**config.mk**
```make
export PLATFORM = sky130hd
export DESIGN_NAME = rv_exec_top
export DESIGN_NICKNAME = d
export VERILOG_FILES = /design/src/rv_pkg.sv /design/src/rv_alu.sv /design/src/rv_decoder.sv /design/src/rv_exec_top.sv /design/src/rv_regfile.sv /design/src/rv_retire_stage.sv
export SDC_FILE = /design/constraint.sdc
export NUM_CORES = 2
export LEC_CHECK = 0
export BUFFER_PORTS_ARGS = -buffer_cell sky130_fd_sc_hd__clkbuf_2
export CAP_MARGIN = 20
export CELL_PAD_IN_SITES_DETAIL_PLACEMENT = 1
export CELL_PAD_IN_SITES_GLOBAL_PLACEMENT = 1
export CORE_ASPECT_RATIO = 0.5
export CORE_MARGIN = 10
export CORE_UTILIZATION = 52
export DETAILED_ROUTE_END_ITERATION = 7
export GPL_ROUTABILITY_DRIVEN = 0
export PLACE_DENSITY_LB_ADDON = 0.1
export SYNTH_ARGS = -nofsm -noshare
export SYNTH_HDL_FRONTEND = slang
export SYNTH_HIERARCHICAL = 1
export SYNTH_SLANG_ARGS = --single-unit
export TNS_END_PERCENT = 50
```
**constraint.sdc**
```tcl
create_clock -name clk -period 9 [get_ports clk]
set_clock_uncertainty 0.15 [all_clocks]
set_input_delay 0.45 -clock clk [delete_from_list [all_inputs] [get_ports clk]]
set_output_delay 0.45 -clock clk [all_outputs]
set_load 0.03 [all_outputs]
```
**src/rv_pkg.sv**
```systemverilog
package rv_pkg;

    typedef logic [31:0] word_t;    // register values, immediates, pcs
    typedef logic [4:0]  reg_idx_t;

    // alu operations, branch ops only drive the condition flag
    typedef enum logic [4:0] {
        ADD    = 5'd0,
        SUB    = 5'd1,
        SLL    = 5'd2,
        SLT    = 5'd3,
        SLTU   = 5'd4,
        XOR    = 5'd5,
        SRL    = 5'd6,
        SRA    = 5'd7,
        OR     = 5'd8,
        AND    = 5'd9,
        BEQ    = 5'd10,
        BNE    = 5'd11,
        BLT    = 5'd12,
        BGE    = 5'd13,
        BLTU   = 5'd14,
        BGEU   = 5'd15,
        PASS_B = 5'd16    // lui
    } alu_op_t;

    typedef struct packed {
        word_t pc;
        word_t instr;
    } issue_t;

    typedef struct packed {
        alu_op_t  alu_op;
        reg_idx_t rs1;
        reg_idx_t rs2;
        reg_idx_t rd;
        word_t    imm;
        logic     use_imm;    // b operand from imm instead of rs2
        logic     rd_we;
        logic     is_branch;
        logic     illegal;
    } decode_t;

    // one record per retired instruction
    typedef struct packed {
        word_t    pc;
        word_t    next_pc;
        reg_idx_t rd;
        word_t    rd_data;
        logic     rd_we;
        logic     branch_taken;
        logic     illegal;
    } retire_t;

endpackage

```
**src/rv_alu.sv**
```systemverilog
`timescale 1ns/1ns

module rv_alu (
    input  rv_pkg::decode_t dec,
    input  rv_pkg::word_t   rs1_data,
    input  rv_pkg::word_t   rs2_data,
    output rv_pkg::word_t   result,
    output logic            branch_cond
);
    import rv_pkg::*;

    word_t    a;
    word_t    b;
    logic [4:0] shamt;

    assign a     = rs1_data;
    assign b     = dec.use_imm ? dec.imm : rs2_data;
    assign shamt = b[4:0];

    always_comb begin
        result      = '0;
        branch_cond = 1'b0;    // only branch ops raise it
        case (dec.alu_op)
            ADD: begin
                result = a + b;
            end
            SUB: begin
                result = a - b;
            end
            SLL: begin
                result = a << shamt;
            end
            SLT: begin
                result[0] = $signed(a) < $signed(b);
            end
            SLTU: begin
                result[0] = a < b;
            end
            XOR: begin
                result = a ^ b;
            end
            SRL: begin
                result = a >> shamt;
            end
            SRA: begin
                result = $signed(a) >>> shamt;
            end
            OR: begin
                result = a | b;
            end
            AND: begin
                result = a & b;
            end
            BEQ:  branch_cond = (a == b);
            BNE:  branch_cond = (a != b);
            BLT:  branch_cond = ($signed(a) < $signed(b));
            BGE:  branch_cond = ($signed(a) >= $signed(b));
            BLTU: branch_cond = (a < b);
            BGEU: branch_cond = (a >= b);
            PASS_B: begin
                result = b;    // lui
            end
            default: begin
            end
        endcase
    end

endmodule

```
**src/rv_decoder.sv**
```systemverilog
`timescale 1ns/1ns

module rv_decoder #(
    parameter int REG_COUNT = 32
) (
    input  rv_pkg::word_t   instr,
    output rv_pkg::decode_t dec
);
    import rv_pkg::*;

    localparam logic [6:0] OPC_OP     = 7'b0110011;
    localparam logic [6:0] OPC_OP_IMM = 7'b0010011;
    localparam logic [6:0] OPC_LUI    = 7'b0110111;
    localparam logic [6:0] OPC_BRANCH = 7'b1100011;

    localparam logic [6:0] F7_BASE = 7'b0000000;
    localparam logic [6:0] F7_ALT  = 7'b0100000;    // sub, sra

    logic [6:0] opcode;
    logic [2:0] funct3;
    logic [6:0] funct7;
    logic       use_rs1;
    logic       use_rs2;
    word_t      imm_i;
    word_t      imm_b;
    word_t      imm_u;

    assign opcode = instr[6:0];
    assign funct3 = instr[14:12];
    assign funct7 = instr[31:25];

    assign imm_i = {{20{instr[31]}}, instr[31:20]};
    assign imm_b = {{19{instr[31]}}, instr[31], instr[7], instr[30:25], instr[11:8], 1'b0};
    assign imm_u = {instr[31:12], 12'b0};

    always_comb begin
        dec        = '0;
        dec.alu_op = ADD;
        use_rs1    = 1'b0;
        use_rs2    = 1'b0;
        case (opcode)
            OPC_OP: begin
                use_rs1   = 1'b1;
                use_rs2   = 1'b1;
                dec.rd_we = 1'b1;
                case ({funct7, funct3})
                    {F7_BASE, 3'b000}: dec.alu_op = ADD;
                    {F7_ALT,  3'b000}: dec.alu_op = SUB;
                    {F7_BASE, 3'b001}: dec.alu_op = SLL;
                    {F7_BASE, 3'b010}: dec.alu_op = SLT;
                    {F7_BASE, 3'b011}: dec.alu_op = SLTU;
                    {F7_BASE, 3'b100}: dec.alu_op = XOR;
                    {F7_BASE, 3'b101}: dec.alu_op = SRL;
                    {F7_ALT,  3'b101}: dec.alu_op = SRA;
                    {F7_BASE, 3'b110}: dec.alu_op = OR;
                    {F7_BASE, 3'b111}: dec.alu_op = AND;
                    default:           dec.illegal = 1'b1;
                endcase
            end
            OPC_OP_IMM: begin
                use_rs1     = 1'b1;
                dec.rd_we   = 1'b1;
                dec.use_imm = 1'b1;
                dec.imm     = imm_i;    // shifts only look at bits 4:0
                case (funct3)
                    3'b000: dec.alu_op = ADD;
                    3'b010: dec.alu_op = SLT;
                    3'b011: dec.alu_op = SLTU;
                    3'b100: dec.alu_op = XOR;
                    3'b110: dec.alu_op = OR;
                    3'b111: dec.alu_op = AND;
                    3'b001: begin
                        dec.alu_op  = SLL;
                        dec.illegal = (funct7 != F7_BASE);
                    end
                    default: begin    // 3'b101
                        if (funct7 == F7_BASE) begin
                            dec.alu_op = SRL;
                        end else if (funct7 == F7_ALT) begin
                            dec.alu_op = SRA;
                        end else begin
                            dec.illegal = 1'b1;
                        end
                    end
                endcase
            end
            OPC_LUI: begin
                dec.rd_we   = 1'b1;
                dec.use_imm = 1'b1;
                dec.imm     = imm_u;
                dec.alu_op  = PASS_B;
            end
            OPC_BRANCH: begin
                use_rs1       = 1'b1;
                use_rs2       = 1'b1;
                dec.is_branch = 1'b1;
                dec.imm       = imm_b;    // branch target offset
                case (funct3)
                    3'b000:  dec.alu_op = BEQ;
                    3'b001:  dec.alu_op = BNE;
                    3'b100:  dec.alu_op = BLT;
                    3'b101:  dec.alu_op = BGE;
                    3'b110:  dec.alu_op = BLTU;
                    3'b111:  dec.alu_op = BGEU;
                    default: dec.illegal = 1'b1;
                endcase
            end
            default: dec.illegal = 1'b1;
        endcase

        // unused fields read as x0
        dec.rs1 = use_rs1 ? instr[19:15] : '0;
        dec.rs2 = use_rs2 ? instr[24:20] : '0;
        dec.rd  = dec.rd_we ? instr[11:7] : '0;

        // rv32e has fewer registers
        if (dec.rs1 >= REG_COUNT || dec.rs2 >= REG_COUNT || dec.rd >= REG_COUNT) begin
            dec.illegal = 1'b1;
        end
        if (dec.illegal) begin
            dec.rd_we = 1'b0;
            dec.rd    = '0;
        end
    end

endmodule

```
**src/rv_exec_top.sv**
```systemverilog
`timescale 1ns/1ns

module rv_exec_top #(
    parameter int REG_COUNT = 32
) (
    input  logic            clk,
    input  logic            rst_n,
    input  logic            issue_valid,
    input  rv_pkg::issue_t  issue,
    output logic            retire_valid,
    output rv_pkg::retire_t retire
);
    import rv_pkg::*;

    decode_t  dec;
    word_t    rs1_data;
    word_t    rs2_data;
    word_t    alu_result;
    logic     branch_cond;
    logic     wr_en;
    reg_idx_t wr_idx;
    word_t    wr_data;

    rv_decoder #(.REG_COUNT(REG_COUNT)) u_decoder (
        .instr (issue.instr),
        .dec   (dec)
    );

    rv_regfile #(.REG_COUNT(REG_COUNT)) u_regfile (
        .clk      (clk),
        .rst_n    (rst_n),
        .rs1_idx  (dec.rs1),
        .rs2_idx  (dec.rs2),
        .rs1_data (rs1_data),
        .rs2_data (rs2_data),
        .wr_en    (wr_en),
        .wr_idx   (wr_idx),
        .wr_data  (wr_data)
    );

    rv_alu u_alu (
        .dec         (dec),
        .rs1_data    (rs1_data),
        .rs2_data    (rs2_data),
        .result      (alu_result),
        .branch_cond (branch_cond)
    );

    rv_retire_stage u_retire (
        .clk          (clk),
        .rst_n        (rst_n),
        .issue_valid  (issue_valid),
        .pc           (issue.pc),
        .dec          (dec),
        .alu_result   (alu_result),
        .branch_cond  (branch_cond),
        .wr_en        (wr_en),
        .wr_idx       (wr_idx),
        .wr_data      (wr_data),
        .retire_valid (retire_valid),
        .retire       (retire)
    );

endmodule

```
**src/rv_regfile.sv**
```systemverilog
`timescale 1ns/1ns

module rv_regfile #(
    parameter int REG_COUNT = 32
) (
    input  logic             clk,
    input  logic             rst_n,
    input  rv_pkg::reg_idx_t rs1_idx,
    input  rv_pkg::reg_idx_t rs2_idx,
    output rv_pkg::word_t    rs1_data,
    output rv_pkg::word_t    rs2_data,
    input  logic             wr_en,
    input  rv_pkg::reg_idx_t wr_idx,
    input  rv_pkg::word_t    wr_data
);
    import rv_pkg::*;

    word_t regs [1:REG_COUNT-1];    // x0 not stored

    always_ff @(posedge clk or negedge rst_n) begin
        if (!rst_n) begin
            for (int i = 1; i < REG_COUNT; i++) begin
                regs[i] <= '0;
            end
        end else if (wr_en) begin
            regs[wr_idx] <= wr_data;
        end
    end

    // async read, x0 and out of range give zero
    assign rs1_data = (rs1_idx == '0 || rs1_idx >= REG_COUNT) ? '0 : regs[rs1_idx];
    assign rs2_data = (rs2_idx == '0 || rs2_idx >= REG_COUNT) ? '0 : regs[rs2_idx];

    a_wr_idx_ok: assert property (
        @(posedge clk) disable iff (!rst_n)
        wr_en |-> (wr_idx != '0 && wr_idx < REG_COUNT)
    ) else $error("regfile: write to x0 or beyond REG_COUNT");

endmodule

```
**src/rv_retire_stage.sv**
```systemverilog
`timescale 1ns/1ns

module rv_retire_stage (
    input  logic             clk,
    input  logic             rst_n,
    input  logic             issue_valid,
    input  rv_pkg::word_t    pc,
    input  rv_pkg::decode_t  dec,
    input  rv_pkg::word_t    alu_result,
    input  logic             branch_cond,
    output logic             wr_en,
    output rv_pkg::reg_idx_t wr_idx,
    output rv_pkg::word_t    wr_data,
    output logic             retire_valid,
    output rv_pkg::retire_t  retire
);
    import rv_pkg::*;

    logic  branch_taken;
    word_t next_pc;

    assign branch_taken = dec.is_branch & branch_cond & ~dec.illegal;
    assign next_pc      = pc + (branch_taken ? dec.imm : 32'd4);

    // writeback lands on the same edge as the retire record
    assign wr_en   = issue_valid & dec.rd_we & (dec.rd != '0);
    assign wr_idx  = dec.rd;
    assign wr_data = alu_result;

    always_ff @(posedge clk or negedge rst_n) begin
        if (!rst_n) begin
            retire_valid <= 1'b0;
            retire       <= '0;
        end else begin
            retire_valid <= issue_valid;
            if (issue_valid) begin
                retire.pc           <= pc;
                retire.next_pc      <= next_pc;
                retire.rd           <= dec.rd;
                retire.rd_data      <= dec.illegal ? '0 : alu_result;
                retire.rd_we        <= dec.rd_we;
                retire.branch_taken <= branch_taken;
                retire.illegal      <= dec.illegal;
            end
        end
    end

    // fixed one-cycle latency, no stray retire
    a_one_retire: assert property (
        @(posedge clk) disable iff (!rst_n)
        issue_valid ##1 !issue_valid |=> !retire_valid
    ) else $error("retire: strobe without a matching issue");

endmodule

```
==> impl_metrics.tcl <==
set metrics [dict create \
    status "finished clean" \
    finalSetupTns_ns 0 \
    crit_path_start_kind "input pin" \
    yosysMostFrequentCell "mux2_2" \
    slew_viol_final 0 \
    leakage_nw 34.3 \
    drc 0 \
    setup_viol 0 \
    boundaryPins 172 \
    track_usage_pct 37.2 \
    cp_top_family "simple AND/OR/NAND/NOR gates" \
    wire_per_inst_um 34.8 \
    worst_slew_pin_slew_ns 1.28 \
    timing.final.crit_period_ns 8.49 \
    drive_gt1_share_pct 35.0 \
    slew_headroom_pct 12.5 \
    die_w_um 540 \
    min_path_type "input pin to register" \
    place_hpwl_um 198000 \
    cp-end-kind "register" \
    worst_slack_ns 0.513 \
    peakVddDrop_mv 0.161 \
    portBuffers 171 \
    ys_types 115 \
    ant_nets 0 \
    fin_cells 8424 \
    rows 95 \
    critPathMaxStageDelay_ns 1.01 \
    initial_core_util_pct 52.4 \
    grt_max_degree 186 \
    drtPass1Iterations 5 \
    cts_tree "done" \
    maxCapViolCount 0 \
    cpMostUsedCell "buf_4" \
    synth_edf_count 0 \
    synth_largest_area_cell "dfrtp_1" \
    power_mw 10.7 \
    pre_cts_slack_ns 0.0309 \
    required_ns 9.46 \
    cts_max_path_buffers 3 \
    path_max_fanout 20 \
    ys_seq_elements 1097 \
    clk_pin_slew_worst_paths_ns 0.07 \
    numCtsBuffers 103 \
    rsz0062_at_grt "false" \
    drt_iter0_drc 7007 \
    synth_area_leaders "dfrtp_1, mux2_2, mux2i_1, mux4_2, o22ai_1" \
    postSynthCellCount 6290 \
    cts_htree_levels 3 \
    yosysSeqAreaShare_pct 39.1 \
    fill_cells 13800 \
    coreArea_mm2 0.134 \
    final_nets 6728 \
    synth_top_area_share_pct 39.1 \
    via_per_inst 7.04 \
    powerDensity_mw_per_mm2 135 \
    max_freq_ghz 0.118 \
    dieArea_mm2 0.151 \
    cts-root-buf "clkbuf_16" \
    cts_resized 0 \
    synth-async-reset-ratio_pct 100 \
    fin_crit_sh_pct 94.3 \
    syn-cell-area_mm2 0.0703 \
    synth_nets 6489 \
    synthTopCellsByCount "mux2_2, dfrtp_1, mux2i_1" \
    antenna_found_initial 30 \
    ys.flop_type "dfrtp_1" \
    ys_warn_count 6 \
    finalHoldViolations 0 \
    overflow 0 \
    postCtsSetupBuffers 0 \
    path_class "input pin to register" \
    synth.avg_cell_area_um2 11.2 \
    grt_pass1_wl_um 423000 \
    numClockSinks 1097 \
    syn_to_final_growth_pct 13.0 \
    grt_pass1_vias 61900 \
    clk_latency_ns 0.76 \
    routed_wl_um 293000 \
    cp.arrival_ns 8.95 \
    route.vias.total 59300 \
    crit_buf_inv 7 \
    die_h_um 280 \
    fin_util_pct 59.2 \
    placed_cells 8178 \
    crit_path_top_delay_cell "nor4_2" \
]
-- placed cells by master, fill, tap and decap left out, drive strengths merged, types with 22 or more instances in the layout --
master and n:
mux2 1127, dfrtp 1097, mux2i 742, buf 552, clkbuf 317, o22ai 296
a21oi 229, nand2 214, nor2 214, nor3 201, o21ai 170, inv 144
mux4 136, ha 129, a211oi 85, a22oi 84, a221o 69, and2 64
a31oi 56, nor2b 55, nand3 50, o211ai 46, a21o 41, nor4 41
nand3b 38, dlygate4sd3 33, a22o 32, clkinv 29, and3 28, a221oi 25
nand2b 25, o31ai 23, xnor2 22
-- per-stage QoR --
stage	hold WS, ns	cell area, µm²
global placement	0.326	75300
floorplan	0.00441	70300
global route	0.0811	79400
finish	0.0676	79400
CTS	0.0405	79300
detailed placement	0.330	75300
-- state kept, by name, indices dropped and copies added (netlist names) --
register / count
u_regfile/regs: 992
u_retire/retire_valid: 1
u_retire/retire: 104
-- layer usage --
layer,share of wire (%),wire length [µm],vias to the layer above,global-route usage [%]
met4,5.4,16000,14,18.3
met2,43,127000,3418,56.0
li1,-,-,24100,-
met5,0.10,298,-,0
met1,40,116000,30900,48.4
met3,12,34000,922,11.8
-- report_power, final --
| group | leakage [nW] | switching (mW) | internal, mW | total [mW] |
|---|---|---|---|---|
| Clock | 1.79 | 2.15 | 2.67 | 4.82 |
| Combinational | 17.3 | 0.624 | 0.270 | 0.894 |
| Sequential | 15.2 | 0.0179 | 4.96 | 4.98 |
| Total | 34.3 | 2.79 | 7.89 | 10.7 |
-- kinds of logic (layout without fill, tap and decap cells) --
| group | after synthesis | count (layout) | share of synthesized area (%) |
|---|---|---|---|
| adders and majority gates | 132 | 132 | 2.38 |
| and+or+nand+nor | 986 | 986 | 7.37 |
| muxes | 2005 | 2005 | 33.0 |
| DFF | 1097 | 1097 | 39.1 |
| AOI/OAI and AO/OA | 1278 | 1278 | 12.4 |
| xor gates and xnor gates | 29 | 29 | 0.361 |
| buffers and inverters | 763 | 1089 | 5.44 |
| other | 0 | 14 | 0 |
-- timing repair --
action | CTS | global route
endpoints found under the hold margin | 119 | 0
endpoints found under the setup margin | 0 | 0
hold buffers | 33 | 0
-- layout make-up --
cell class | instances | area (µm²) | area share, %
Antenna cell | 14 | 35.0 | 0.0441
Inverter | 142 | 533 | 0.671
Sequential cell | 1097 | 27500 | 34.6
Clock inverter | 45 | 621 | 0.782
Clock buffer | 147 | 3020 | 3.80
Timing Repair Buffer | 755 | 6060 | 7.63
Multi-Input combinational cell | 4430 | 39400 | 49.7
Tap cell | 1794 | 2240 | 2.83
-- path summary, 6_finish.rpt --
kind / depth (start not counted) / end / start / slack (ns)
max: 39 / u_retire/retire[64]$_DFFE_PN0P_ / issue[3] / 0.51
min: 2 / u_retire/retire[23]$_DFFE_PN0P_ / issue_valid / 0.07
max reg2reg: 29 / u_retire/retire[64]$_DFFE_PN0P_ / u_regfile/regs[695]$_DFFE_PN0P_ / 1.33
min reg2reg: 1 / u_retire/retire[44]$_DFFE_PN0P_ / u_retire/retire[44]$_DFFE_PN0P_ / 0.35
max in group asynchronous: 4 / u_regfile/regs[181]$_DFFE_PN0P_ / rst_n / 6.25
min in group asynchronous: 2 / u_regfile/regs[92]$_DFFE_PN0P_ / rst_n / 0.18
Power figures use the tool's default switching activity.
